[src/ld_pkg.sv]
// ---------------------------------------------------------------------------
// load unit package: widths, load ops, controller states and the
// request, cache and load buffer structs shared by all blocks
// ---------------------------------------------------------------------------
`default_nettype none

package ld_pkg;

  // data path width and the number of byte offset bits within one word
  localparam int unsigned XLEN             = 64;
  localparam int unsigned XLEN_ALIGN_BYTES = 3;

  // scoreboard id carried along with every load
  localparam int unsigned TRANS_ID_BITS = 3;

  // cache address split, the index is untranslated
  localparam int unsigned DCACHE_INDEX_WIDTH = 12;
  localparam int unsigned DCACHE_TAG_WIDTH   = 20;
  localparam int unsigned VADDR_WIDTH        = 32;
  localparam int unsigned PADDR_WIDTH        = 32;

  // cache request and response id, which bounds the load buffer at 16 entries
  localparam int unsigned DCACHE_ID_WIDTH = 4;

  // kind of load, selects the transfer size and the extension
  typedef enum logic [2:0] {
    LD,
    LW,
    LWU,
    LH,
    LHU,
    LB,
    LBU
  } load_op_e;

  // load request controller states
  typedef enum logic [2:0] {
    IDLE,
    WAIT_GNT,
    SEND_TAG,
    WAIT_PAGE_OFFSET,
    WAIT_FLUSH
  } ld_state_e;

  // load as presented by the issue stage
  typedef struct packed {
    logic [VADDR_WIDTH-1:0]   vaddr;
    logic [TRANS_ID_BITS-1:0] trans_id;
    load_op_e                 operation;
    logic [XLEN/8-1:0]        be;
  } ld_req_t;

  // request towards the data cache, index first and tag one cycle later
  typedef struct packed {
    logic [DCACHE_INDEX_WIDTH-1:0] address_index;
    logic [DCACHE_TAG_WIDTH-1:0]   address_tag;
    logic                          data_req;
    logic [1:0]                    data_size;
    logic [XLEN/8-1:0]             data_be;
    logic [DCACHE_ID_WIDTH-1:0]    data_id;
    logic                          kill_req;
    logic                          tag_valid;
  } dcache_req_t;

  // grant and out of order response from the data cache
  typedef struct packed {
    logic                       data_gnt;
    logic                       data_rvalid;
    logic [DCACHE_ID_WIDTH-1:0] data_rid;
    logic [XLEN-1:0]            data_rdata;
  } dcache_rsp_t;

  // one outstanding load, enough to retire and align its response
  typedef struct packed {
    logic [TRANS_ID_BITS-1:0]    trans_id;
    logic [XLEN_ALIGN_BYTES-1:0] address_offset;
    load_op_e                    operation;
  } ldbuf_entry_t;

endpackage

`default_nettype wire

[src/load_buffer.sv]
// ---------------------------------------------------------------------------
// load buffer: tracks outstanding loads by cache request id and retires
// their responses in any order
// ---------------------------------------------------------------------------
`timescale 1ns/1ps
`default_nettype none

module load_buffer #(
  parameter int unsigned NR_LDBUF_ENTRIES = 4
) (
  input  wire logic                                clk_i,
  input  wire logic                                rst_ni,
  input  wire logic                                flush_i,
  input  wire ld_pkg::ld_req_t                     ld_req_i,
  input  wire ld_pkg::dcache_req_t                 dcache_req_i,
  input  wire ld_pkg::dcache_rsp_t                 dcache_rsp_i,
  output logic                                     ldbuf_full_o,
  output logic [ld_pkg::DCACHE_ID_WIDTH-1:0]       ldbuf_free_id_o,
  output ld_pkg::ldbuf_entry_t                     rsp_entry_o,
  output logic                                     valid_o,
  output logic [ld_pkg::TRANS_ID_BITS-1:0]         trans_id_o
);

  localparam int unsigned ID_BITS = $clog2(NR_LDBUF_ENTRIES);

  // the request id has to address every slot, and a single slot is not supported
  if (NR_LDBUF_ENTRIES < 2 || ID_BITS > ld_pkg::DCACHE_ID_WIDTH) begin : gen_depth_check
    $error("load buffer depth must be between 2 and 2**DCACHE_ID_WIDTH");
  end

  ld_pkg::ldbuf_entry_t [NR_LDBUF_ENTRIES-1:0] entries_q;
  logic [NR_LDBUF_ENTRIES-1:0] valid_q, valid_d;
  logic [NR_LDBUF_ENTRIES-1:0] flushed_q, flushed_d;
  logic [ID_BITS-1:0]          free_idx;
  logic [ID_BITS-1:0]          rd_idx;
  logic [ID_BITS-1:0]          last_id_q;
  logic                        wr_en;
  logic                        tag_pending_q;
  logic                        kill_last;

  assign ldbuf_full_o    = &valid_q;
  assign ldbuf_free_id_o = ld_pkg::DCACHE_ID_WIDTH'(free_idx);

  // lowest free slot, scanning down so the smallest index wins
  always_comb begin
    free_idx = '0;
    for (int i = NR_LDBUF_ENTRIES - 1; i >= 0; i--) begin
      if (!valid_q[i]) begin
        free_idx = ID_BITS'(i);
      end
    end
  end

  // an entry is allocated on every granted index request
  assign wr_en  = dcache_req_i.data_req && dcache_rsp_i.data_gnt;
  assign rd_idx = dcache_rsp_i.data_rid[ID_BITS-1:0];

  // a kill in the cycle after a grant cancels that request, the cache
  // never answers it so the slot is released here
  assign kill_last = dcache_req_i.kill_req && dcache_req_i.tag_valid && tag_pending_q;

  // ---------------------------------------------------------------------------
  // flag update
  // ---------------------------------------------------------------------------
  always_comb begin
    valid_d   = valid_q;
    flushed_d = flushed_q;
    // everything in flight at a flush is dropped on return
    if (flush_i) begin
      flushed_d = flushed_q | valid_q;
    end
    if (dcache_rsp_i.data_rvalid) begin
      valid_d[rd_idx] = 1'b0;
    end
    if (kill_last) begin
      valid_d[last_id_q] = 1'b0;
    end
    if (wr_en) begin
      valid_d[free_idx]   = 1'b1;
      flushed_d[free_idx] = 1'b0;
    end
  end

  always_ff @(posedge clk_i or negedge rst_ni) begin
    if (!rst_ni) begin
      valid_q       <= '0;
      flushed_q     <= '0;
      last_id_q     <= '0;
      tag_pending_q <= 1'b0;
    end else begin
      valid_q       <= valid_d;
      flushed_q     <= flushed_d;
      tag_pending_q <= wr_en;
      if (wr_en) begin
        last_id_q <= free_idx;
      end
    end
  end

  // entry payload, only meaningful while its valid flag is set
  always_ff @(posedge clk_i) begin
    if (wr_en) begin
      entries_q[free_idx].trans_id       <= ld_req_i.trans_id;
      entries_q[free_idx].address_offset <= ld_req_i.vaddr[ld_pkg::XLEN_ALIGN_BYTES-1:0];
      entries_q[free_idx].operation      <= ld_req_i.operation;
    end
  end

  // ---------------------------------------------------------------------------
  // response lookup
  // ---------------------------------------------------------------------------
  assign rsp_entry_o = entries_q[rd_idx];
  assign trans_id_o  = entries_q[rd_idx].trans_id;

  // suppress flushed loads and the newest load while its tag is being killed
  assign valid_o = dcache_rsp_i.data_rvalid && !flushed_q[rd_idx] &&
                   ((last_id_q != rd_idx) || !dcache_req_i.kill_req);

endmodule

`default_nettype wire

[src/load_req_ctrl.sv]
// ---------------------------------------------------------------------------
// load request controller: sends index and tag to the data cache and pops
// the accepted load from the issue stage
// ---------------------------------------------------------------------------
`timescale 1ns/1ps
`default_nettype none

module load_req_ctrl (
  input  wire logic                               clk_i,
  input  wire logic                               rst_ni,
  input  wire logic                               flush_i,
  input  wire logic                               valid_i,
  input  wire ld_pkg::ld_req_t                    ld_req_i,
  input  wire logic [ld_pkg::PADDR_WIDTH-1:0]     paddr_i,
  input  wire logic                               page_offset_matches_i,
  input  wire ld_pkg::dcache_rsp_t                dcache_rsp_i,
  input  wire logic                               ldbuf_full_i,
  input  wire logic [ld_pkg::DCACHE_ID_WIDTH-1:0] ldbuf_free_id_i,
  output logic                                    pop_ld_o,
  output logic [11:0]                             page_offset_o,
  output ld_pkg::dcache_req_t                     dcache_req_o
);

  ld_pkg::ld_state_e state_q, state_d;
  logic              accept_req;

  // log2 of the byte count of the access
  function automatic logic [1:0] transfer_size(ld_pkg::load_op_e op);
    case (op)
      ld_pkg::LW, ld_pkg::LWU: transfer_size = 2'd2;
      ld_pkg::LH, ld_pkg::LHU: transfer_size = 2'd1;
      ld_pkg::LB, ld_pkg::LBU: transfer_size = 2'd0;
      default:                 transfer_size = 2'd3;
    endcase
  endfunction

  // the store side compares the untranslated page offset
  assign page_offset_o = ld_req_i.vaddr[11:0];

  // a new load is only taken while the buffer has a free slot
  assign accept_req = valid_i && !ldbuf_full_i;

  // ---------------------------------------------------------------------------
  // request FSM
  // ---------------------------------------------------------------------------
  always_comb begin
    state_d  = state_q;
    pop_ld_o = 1'b0;

    // index and tag fields follow the request, the FSM only drives strobes
    dcache_req_o.address_index = ld_req_i.vaddr[ld_pkg::DCACHE_INDEX_WIDTH-1:0];
    dcache_req_o.address_tag   =
      paddr_i[ld_pkg::DCACHE_TAG_WIDTH+ld_pkg::DCACHE_INDEX_WIDTH-1:ld_pkg::DCACHE_INDEX_WIDTH];
    dcache_req_o.data_size     = transfer_size(ld_req_i.operation);
    dcache_req_o.data_be       = ld_req_i.be;
    dcache_req_o.data_id       = ldbuf_free_id_i;
    dcache_req_o.data_req      = 1'b0;
    dcache_req_o.kill_req      = 1'b0;
    dcache_req_o.tag_valid     = 1'b0;

    case (state_q)
      // SEND_TAG presents the tag of the previous load and may already
      // start the next one, so both states share the accept path
      ld_pkg::IDLE, ld_pkg::SEND_TAG: begin
        if (state_q == ld_pkg::SEND_TAG) begin
          dcache_req_o.tag_valid = 1'b1;
          state_d = ld_pkg::IDLE;
        end
        if (accept_req) begin
          if (page_offset_matches_i) begin
            // a pending store hits the same page offset, hold the load back
            state_d = ld_pkg::WAIT_PAGE_OFFSET;
          end else begin
            dcache_req_o.data_req = 1'b1;
            if (dcache_rsp_i.data_gnt) begin
              pop_ld_o = 1'b1;
              state_d  = ld_pkg::SEND_TAG;
            end else begin
              state_d = ld_pkg::WAIT_GNT;
            end
          end
        end
      end

      // the store has to drain before the index goes out
      ld_pkg::WAIT_PAGE_OFFSET: begin
        if (!page_offset_matches_i) begin
          state_d = ld_pkg::WAIT_GNT;
        end
      end

      // keep the request up until the cache grants it
      ld_pkg::WAIT_GNT: begin
        dcache_req_o.data_req = 1'b1;
        if (dcache_rsp_i.data_gnt) begin
          pop_ld_o = 1'b1;
          state_d  = ld_pkg::SEND_TAG;
        end
      end

      // cancel whatever tag is due this cycle, then start over
      ld_pkg::WAIT_FLUSH: begin
        dcache_req_o.kill_req  = 1'b1;
        dcache_req_o.tag_valid = 1'b1;
        state_d = ld_pkg::IDLE;
      end

      default: begin
        state_d = ld_pkg::IDLE;
      end
    endcase

    // a flush wins over every other transition
    if (flush_i) begin
      state_d = ld_pkg::WAIT_FLUSH;
    end
  end

  always_ff @(posedge clk_i or negedge rst_ni) begin
    if (!rst_ni) begin
      state_q <= ld_pkg::IDLE;
    end else begin
      state_q <= state_d;
    end
  end

endmodule

`default_nettype wire

[src/load_result_align.sv]
// ---------------------------------------------------------------------------
// load result aligner: moves the loaded field to bit 0 and extends it
// ---------------------------------------------------------------------------
`timescale 1ns/1ps
`default_nettype none

module load_result_align (
  input  wire ld_pkg::ldbuf_entry_t      rsp_entry_i,
  input  wire logic [ld_pkg::XLEN-1:0]   rdata_i,
  output logic [ld_pkg::XLEN-1:0]        result_o
);

  logic [ld_pkg::XLEN-1:0]             shifted;
  logic [ld_pkg::XLEN/8-1:0]           byte_msbs;
  logic [ld_pkg::XLEN_ALIGN_BYTES-1:0] sign_byte;
  logic                                is_signed;
  logic                                sign_bit;

  // byte offset times eight gives the bit shift
  assign shifted = rdata_i >> {rsp_entry_i.address_offset, 3'b000};

  // top bit of every byte, the sign is picked from these in parallel
  // to the shifter instead of after it
  always_comb begin
    for (int i = 0; i < ld_pkg::XLEN / 8; i++) begin
      byte_msbs[i] = rdata_i[i*8+7];
    end
  end

  assign is_signed = rsp_entry_i.operation inside {ld_pkg::LW, ld_pkg::LH, ld_pkg::LB};

  // the sign sits in the last byte of the loaded field
  always_comb begin
    case (rsp_entry_i.operation)
      ld_pkg::LW, ld_pkg::LWU: sign_byte = rsp_entry_i.address_offset + 3'd3;
      ld_pkg::LH, ld_pkg::LHU: sign_byte = rsp_entry_i.address_offset + 3'd1;
      default:                 sign_byte = rsp_entry_i.address_offset;
    endcase
  end

  // unsigned loads fill with zeros
  assign sign_bit = is_signed && byte_msbs[sign_byte];

  always_comb begin
    case (rsp_entry_i.operation)
      ld_pkg::LW, ld_pkg::LWU: result_o = {{ld_pkg::XLEN-32{sign_bit}}, shifted[31:0]};
      ld_pkg::LH, ld_pkg::LHU: result_o = {{ld_pkg::XLEN-16{sign_bit}}, shifted[15:0]};
      ld_pkg::LB, ld_pkg::LBU: result_o = {{ld_pkg::XLEN-8{sign_bit}}, shifted[7:0]};
      // LD takes the full word
      default:                 result_o = shifted;
    endcase
  end

endmodule

`default_nettype wire

[src/load_unit.sv]
// ---------------------------------------------------------------------------
// load unit: load path of the LSU with several loads outstanding in the cache
// ---------------------------------------------------------------------------
`timescale 1ns/1ps
`default_nettype none

module load_unit #(
  parameter int unsigned NR_LDBUF_ENTRIES = 4
) (
  input  wire logic                           clk_i,
  input  wire logic                           rst_ni,
  input  wire logic                           flush_i,
  input  wire logic                           valid_i,
  input  wire ld_pkg::ld_req_t                ld_req_i,
  input  wire logic [ld_pkg::PADDR_WIDTH-1:0] paddr_i,
  input  wire logic                           page_offset_matches_i,
  input  wire ld_pkg::dcache_rsp_t            dcache_rsp_i,
  output logic                                pop_ld_o,
  output logic [11:0]                         page_offset_o,
  output ld_pkg::dcache_req_t                 dcache_req_o,
  output logic                                valid_o,
  output logic [ld_pkg::TRANS_ID_BITS-1:0]    trans_id_o,
  output logic [ld_pkg::XLEN-1:0]             result_o
);

  logic                               ldbuf_full;
  logic [ld_pkg::DCACHE_ID_WIDTH-1:0] ldbuf_free_id;
  ld_pkg::ldbuf_entry_t               rsp_entry;

  // request side, the buffer supplies the request id and back-pressure
  load_req_ctrl u_req_ctrl (
    .clk_i                 (clk_i),
    .rst_ni                (rst_ni),
    .flush_i               (flush_i),
    .valid_i               (valid_i),
    .ld_req_i              (ld_req_i),
    .paddr_i               (paddr_i),
    .page_offset_matches_i (page_offset_matches_i),
    .dcache_rsp_i          (dcache_rsp_i),
    .ldbuf_full_i          (ldbuf_full),
    .ldbuf_free_id_i       (ldbuf_free_id),
    .pop_ld_o              (pop_ld_o),
    .page_offset_o         (page_offset_o),
    .dcache_req_o          (dcache_req_o)
  );

  // outstanding loads, snooping the cache request and response
  load_buffer #(
    .NR_LDBUF_ENTRIES (NR_LDBUF_ENTRIES)
  ) u_load_buffer (
    .clk_i           (clk_i),
    .rst_ni          (rst_ni),
    .flush_i         (flush_i),
    .ld_req_i        (ld_req_i),
    .dcache_req_i    (dcache_req_o),
    .dcache_rsp_i    (dcache_rsp_i),
    .ldbuf_full_o    (ldbuf_full),
    .ldbuf_free_id_o (ldbuf_free_id),
    .rsp_entry_o     (rsp_entry),
    .valid_o         (valid_o),
    .trans_id_o      (trans_id_o)
  );

  // response data formatting
  load_result_align u_result_align (
    .rsp_entry_i (rsp_entry),
    .rdata_i     (dcache_rsp_i.data_rdata),
    .result_o    (result_o)
  );

endmodule

`default_nettype wire

[config.mk]
export PLATFORM = sky130hd
export DESIGN_NAME = load_unit
export DESIGN_NICKNAME = d
export VERILOG_FILES = /design/src/ld_pkg.sv /design/src/load_buffer.sv /design/src/load_req_ctrl.sv /design/src/load_result_align.sv /design/src/load_unit.sv
export SDC_FILE = /design/constraint.sdc
export NUM_CORES = 1
export LEC_CHECK = 0
export BUFFER_PORTS_ARGS = -buffer_cell sky130_fd_sc_hd__buf_2
export CAP_MARGIN = 30
export CORE_ASPECT_RATIO = 0.6
export CORE_MARGIN = 2
export CORE_UTILIZATION = 46
export CTS_CLUSTER_DIAMETER = 100
export CTS_CLUSTER_SIZE = 40
export DETAILED_ROUTE_END_ITERATION = 6
export PLACE_DENSITY = 0.87
export SYNTH_ARGS = -nofsm -noshare
export SYNTH_HDL_FRONTEND = slang
export SYNTH_SLANG_ARGS = --single-unit
export TNS_END_PERCENT = 5
[constraint.sdc]
create_clock -name clk_i -period 11.23 [get_ports clk_i]
set_input_delay 3.369 -clock clk_i [delete_from_list [all_inputs] [get_ports clk_i]]
set_output_delay 3.369 -clock clk_i [all_outputs]
set_load 0.1 [all_outputs]
Word-level counts from Yosys, hierarchy flattened
Cells that the tools add are included.
{ "op_classes": {"add_sub_neg": 2, "n_lt_le_gt_ge": 7, "eq_ne": 20, "n_shift": 1, "n_mux": 51, "bitwise_logic": 8, "reduce_logical": 25} }
{ "op_table": {"columns": ["operator", "n"], "rows": [
  ["$pmux 64 s3", 1],
  ["$bwmux 36", 3],
  ["$shr 64x6->64", 1],
  ["$demux 9 s2", 3],
  ["$eq 3x3->1 const B", 7],
  ["$mux 4", 5],
  ["$bmux 9 s2", 1],
  ["$eq 3x2->1 const B", 6],
  ["$mux 3", 6],
  ["$mux 9", 2],
  ["$reduce_or 2->1", 7],
  ["$and 4x4->4", 3],
  ["$mux 1", 12],
  ["$mux 2", 6],
  ["$not 4->4", 3],
  ["$logic_and 1x1->1", 10],
  ["$eq 3x1->1 const B", 3],
  ["$lt 2x3->1 const B", 3],
  ["$pmux 3 s3", 1],
  ["$or 4x4->4", 2],
  ["$demux 1 s2", 3],
  ["$ge 2x1->1 const B", 3],
  ["$mux 6", 1],
  ["$ne 3x3->1 const B", 2],
  ["other kinds (16)", 20]
]} }
{ "word_totals": {"register_bits": 50, "output_inout_bits": 130, "word_cells": 131} }

Longest topological paths before layout
{ "logic_depth": {"word_depth": 11, "depth_mapped": 15, "depth_no_buf": 10} }

By module
A second synthesis with hierarchy kept.
{ "hier_totals": {"hier_cells": 545, "hier_area_um2": 5049.8} }
{ "by_module_without_submodules": {"columns": ["mod", "n_inst", "cells_each", "area_per_inst_um2", "seq_area_each_um2"], "rows": [
  ["load_result_align", 1, 322, 2258.4, 0.0],
  ["load_buffer", 1, 133, 2069.5, 1356.3],
  ["load_req_ctrl", 1, 90, 721.9, 75.1]
]} }

Worst setup path before layout
OpenSTA, ideal clock, no wires.
{ "synth_path": {"path_kind": "in2out", "start": "input dcache_rsp_i[65] (netlist name)", "end": "output result_o[24] (netlist name)", "arrival_time_ps": 8010, "required_time_ps": 7861, "path_slack_ps": -149, "cell_stages": 14, "path_buffers": 6, "cell_sequence": "buf_2 > mux4_2 > buf_2 > inv_1 > buf_2 > clkbuf_1 > fa_1 > nor3b_1 > a211oi_1 > o211a_1 > buf_2 > nand3_2 > buf_4 > a31oi_1"} }
{ "synth_via": {"elab_chain_cells": 9, "word_cells_on_any_way": 20} }
{ "synth_lines": {"columns": ["element", "line_no", "rtl"], "rows": [
  ["start: declaration", "load_unit.sv:17", "input wire ld_pkg::dcache_rsp_t dcache_rsp_i,"],
  ["$bmux 9 s2 *", "load_buffer.sv:112", "assign rsp_entry_o = entries_q[rd_idx];"],
  ["$mux 9 (not written as such) *", "load_buffer.sv:112", null],
  ["parallel branches: the longest is 6 deep, another holds $add 3x1->3", null, null],
  ["$pmux 64 s3 *", "load_result_align.sv:45", "case (rsp_entry_i.operation)"],
  ["end: declaration", "load_unit.sv:23", "output logic [ld_pkg::XLEN-1:0] result_o"]
]} }
Mark *: on every way between the ends. The select of a mux whose other input is x is not followed.

Worst setup path in the final report
{ "layout_path": {"start": "input dcache_rsp_i[64] (netlist name)", "end": "output result_o[25] (netlist name)"} }
Same word-level chain as after synthesis.

==> impl_metrics.csv <==
group,metric,value,unit
timing,rsz_0062_raised_after_global_routing,"no",
clocking,clock_tree.htree_level_count,2,
placed_design,dp_slack,0.625,ns
hold_path,hold-path-endpoint,"u_load_buffer.flushed_q[1]$_DFF_PN0_",
finish,design.final.nets,766,
drt,num_vias,4967,
global_route,pin_count_of_the_biggest_net_entering_global_routing,56,
clocking,number_of_cts_inserted_buffers,5,
worst_setup_path,endpoint_kind,"output port",
clocking,postCtsResizedCells,0,
synthesis,synth.avg_cell_area,9.90,um2
worst_setup_path,reg2reg_from,"u_load_buffer.valid_q[1]$_DFF_PN0_",
synthesis,number_of_register_bits_inferred_by_synthesis,50,
drt,drc_errors,0,
timing,fmax,93.8,MHz
job,cap_violations,0,
global_route,number_of_global_route_vias_before_repair,4675,
hold_path,whs_path_depth,2,
worst_setup_path,worst_path_max_delay_cell,"sky130_fd_sc_hd__mux4_4",
power_and_ir_drop,vdd_drop_max,0.0000856,V
timing,finalHoldViolations,0,
drt,detail_route.iter0.violations,616,
power_and_ir_drop,report.power.total,1.10,mW
power_and_ir_drop,power-per-cell-area,165,nW/um2
drt,routedWlPerCell,22.3,um
global_route,grt_first_pass_wirelength,25.7,mm
synthesis,synth.distinct_cells,59,
worst_setup_path,worst-path-max-fanout,48,
timing,final_critical_path_setup_slack,0.572,ns
synthesis,synth.cell_area,5240,um2
clocking,clk_pin_slew,0.06,ns
power_and_ir_drop,clock_power_share,0.133,
finish,post_route_cells_drive_above_1_share,0.449,
global_route,global_route.overflow_total,0,
worst_setup_path,crit_chain,"buf_2 > mux4_4 > inv_1 > fa_1 > nand2b_1 > o21bai_1 > o32a_1 > nor4b_1 > nand2_2 > buf_4 > a31oi_1 > buf_12",
global_route,grt.total_usage,0.265,
timing,slew_headroom,0.354,
die,ioPinCount,283,
hold_path,worst_hold_startpoint,"u_load_buffer.flushed_q[1]$_DFF_PN0_",
power_and_ir_drop,power_switching,0.579,mW
placed_design,place.port_buffers,163,
power_and_ir_drop,p_int,0.521,mW
clocking,ctsLongestPathBuffers,2,
die,design.core.area,11200,um2
timing,final.period_utilization,0.949,
die,floorplan.rows,30,
power_and_ir_drop,sw_frac_of_total,0.526,
clocking,clock_tree.root_cell,"sky130_fd_sc_hd__clkbuf_16",
die,die_footprint,12300,um2
outcome,status,"finished, final reports clean",
finish,layout.filler_cells,882,
power_and_ir_drop,comb_power_share,0.665,
synthesis,synthFlopType,"sky130_fd_sc_hd__edfxtp_1",
clocking,clock_sink_count,50,
clocking,post_cts.repair.setup_buffers,0,
drt,ant_nets,0,
timing,final_max_slew_viol_count,0,
timing,timing.clock.skew,0.00462,ns
power_and_ir_drop,seq_power_share,0.202,
finish,design_area,6680,um2
synthesis,synthesis.yosys.warnings,0,
worst_setup_path,worst-setup-path-type,"input pin to output port",
die,floorplan.die.width,142,um
finish,area.growth.synth_to_final,27.6,%
synthesis,synth_area_leaders,"sky130_fd_sc_hd__edfxtp_1 (21%), sky130_fd_sc_hd__mux4_2 (11%), sky130_fd_sc_hd__buf_4 (8.5%), sky130_fd_sc_hd__mux2_2 (6.9%), sky130_fd_sc_hd__dfrtp_1 (6.7%)",
drt,detail_route.first_pass.iterations,5,
die,fp.dieH,86.6,um
power_and_ir_drop,p_leak,2.81,nW
drt,routed_via_density,6.56,
synthesis,post-synth-top-area-cell,"sky130_fd_sc_hd__edfxtp_1",
synthesis,synth_top_area_frac,0.207,
worst_setup_path,critPathMaxStageDelay,0.91,ns
timing,transition_time_at_the_pin_with_the_least_slew_margin,0.966,ns
synthesis,synth.yosys.seq_area_share,0.273,
die,initial_utilization,0.468,
worst_setup_path,critical_path.startpoint_type,"input pin",
placed_design,placed_area,6540,um2
synthesis,syn-instance-count,529,
synthesis,number_of_enable_type_register_cells_in_the_synthesized_netlist,36,
placed_design,hpwl,13.0,mm
worst_setup_path,timing.reg2reg.worst_path_depth,6,
hold_path,hp-class,"flip-flop to flip-flop",
clocking,cts_tree,"yes",
timing,timing.final.crit_period,10.66,ns
placed_design,finalWeightedCongestion,0.949,
clocking,cts-hold-fix-buffers,0,
finish,total_inserted_antenna_cells,0,
worst_setup_path,crit_arrival,7.29,ns
timing,final-setup-viol-count,0,
global_route,antenna_found_initial,0,
worst_setup_path,timing.critical_path.required,7.86,ns
synthesis,postSynth.asyncResetShare,0.280,
worst_setup_path,r2r-end,"u_load_buffer.entries_q[26]$_DFFE_PP_",
worst_setup_path,timing.reg2reg.setup_slack,8.70,ns
drt,wl,16.9,mm
clocking,worstSkewPairLatency,0.29,ns
worst max path at each step:
stage,cells after the start,slack (ns),start,end
6_report,12,0.57,dcache_rsp_i[64],result_o[25]
5_1_grt,13,0.34,dcache_rsp_i[64],result_o[25]
4_1_cts,12,0.61,dcache_rsp_i[64],result_o[25]
3_5_place_dp,12,0.62,dcache_rsp_i[64],result_o[25]
3_3_place_gp,12,0.79,dcache_rsp_i[64],result_o[25]
2_1_floorplan,14,-0.15,dcache_rsp_i[65],result_o[24]
metal layers:
layer	global-route usage	up-vias	routed length, um
met2	0.405	384	7590
met1	0.367	2352	6700
li1	-	2134	-
met5	0	-	0
met4	0.0891	0	640
met3	0.0713	97	1910
cells in the mapped netlist, types with 2 or more instances:
master and instances:
sky130_fd_sc_hd__clkbuf_1 15, sky130_fd_sc_hd__a32oi_1 8, sky130_fd_sc_hd__nor3b_1 9, sky130_fd_sc_hd__a21oi_1 20, sky130_fd_sc_hd__xor2_1 2, sky130_fd_sc_hd__o21ai_0 2
sky130_fd_sc_hd__buf_2 17, sky130_fd_sc_hd__a211o_1 7, sky130_fd_sc_hd__a2bb2oi_1 8, sky130_fd_sc_hd__nor2_1 36, sky130_fd_sc_hd__inv_1 8, sky130_fd_sc_hd__a22oi_1 8
sky130_fd_sc_hd__a31oi_1 9, sky130_fd_sc_hd__o21ai_1 8, sky130_fd_sc_hd__xnor2_1 6, sky130_fd_sc_hd__edfxtp_1 36, sky130_fd_sc_hd__nand4_1 2, sky130_fd_sc_hd__nand2b_1 6
sky130_fd_sc_hd__mux4_2 26, sky130_fd_sc_hd__buf_4 59, sky130_fd_sc_hd__nand2_1 35, sky130_fd_sc_hd__nand3_1 10, sky130_fd_sc_hd__nand3_2 21, sky130_fd_sc_hd__o211ai_1 16
sky130_fd_sc_hd__dfrtp_1 14, sky130_fd_sc_hd__buf_1 5, sky130_fd_sc_hd__a2111oi_4 2, sky130_fd_sc_hd__mux2i_1 31, sky130_fd_sc_hd__mux2_2 32, sky130_fd_sc_hd__nor3_1 12
sky130_fd_sc_hd__buf_6 5, sky130_fd_sc_hd__and2_1 8, sky130_fd_sc_hd__and3_1 2, sky130_fd_sc_hd__a211oi_1 19
critical path: cells and delay by family:
kind / cells / cell delay [ns]
buf+inv: 4 / 1.03
fa+ha+maj: 1 / 0.55
compound gates: 3 / 0.70
simple gates: 3 / 0.69
mux: 1 / 0.91
cell usage in the layout, fill, tap and decap left out, types with 14 or more instances in the layout:
master and count:
sky130_fd_sc_hd__buf_2 107, sky130_fd_sc_hd__edfxtp_1 36, sky130_fd_sc_hd__dfrtp_1 14, sky130_fd_sc_hd__buf_12 57, sky130_fd_sc_hd__nand2_1 34, sky130_fd_sc_hd__o211ai_1 16, sky130_fd_sc_hd__nor2_1 36, sky130_fd_sc_hd__nand3_2 21
sky130_fd_sc_hd__mux2i_1 31, sky130_fd_sc_hd__a211oi_1 19, sky130_fd_sc_hd__mux2_2 32, sky130_fd_sc_hd__mux4_2 25, sky130_fd_sc_hd__a21oi_1 20
area by class of cell:
type / instances / area (um2) / area share
Multi-Input combinational cell: 371 / 3130 / 0.469
Timing Repair Buffer: 176 / 1770 / 0.264
Sequential cell: 50 / 1430 / 0.214
Tap cell: 144 / 180 / 0.0270
Clock buffer: 6 / 129 / 0.0193
Inverter: 8 / 30.0 / 0.00449
Clock inverter: 2 / 13.8 / 0.00206
sequential cells by signal (all words and copies together), names as in the netlist:
signal / count
u_load_buffer.entries_q: 36
u_load_buffer.last_id_q: 2
u_req_ctrl.state_q: 3
u_load_buffer.flushed_q: 4
u_load_buffer.valid_q: 4
u_load_buffer.tag_pending_q: 1
cells by family (layout without fill, tap and decap cells):
family / after synthesis / after routing / share of synthesized area
flip-flops: 50 / 50 / 0.273
adder cells (fa/ha/maj): 1 / 1 / 0.00382
multiplexers: 89 / 89 / 0.240
XOR/XNOR: 8 / 8 / 0.0134
AND/OR/NAND/NOR: 150 / 150 / 0.161
buffers and inverters: 109 / 192 / 0.132
AO/OA/AOI/OAI: 121 / 121 / 0.176
other: 1 / 2 / 0.000716
per-stage QoR:
step | setup TNS [ns] | hold WS [ns] | util | cells
floorplan | -1.19 | 0.457 | - | 530
global placement | 0 | 0.473 | 0.585 | 749
detailed placement | 0 | 0.518 | 0.585 | 749
CTS | 0 | 0.529 | 0.597 | 757
global route | 0 | 0.552 | 0.597 | 757
finish | 0 | 0.529 | 0.597 | 757
power groups by stage:
stage	clock, mW	combinational, mW	sequential (mW)
after detailed placement	0	0.726	0.226
final	0.146	0.731	0.223
after global routing	0.155	0.752	0.223
after CTS	0.149	0.728	0.222
after floorplan	0	0.576	0.220
after global placement	0	0.715	0.223
Note: power is estimated with default switching activity, not from simulation.
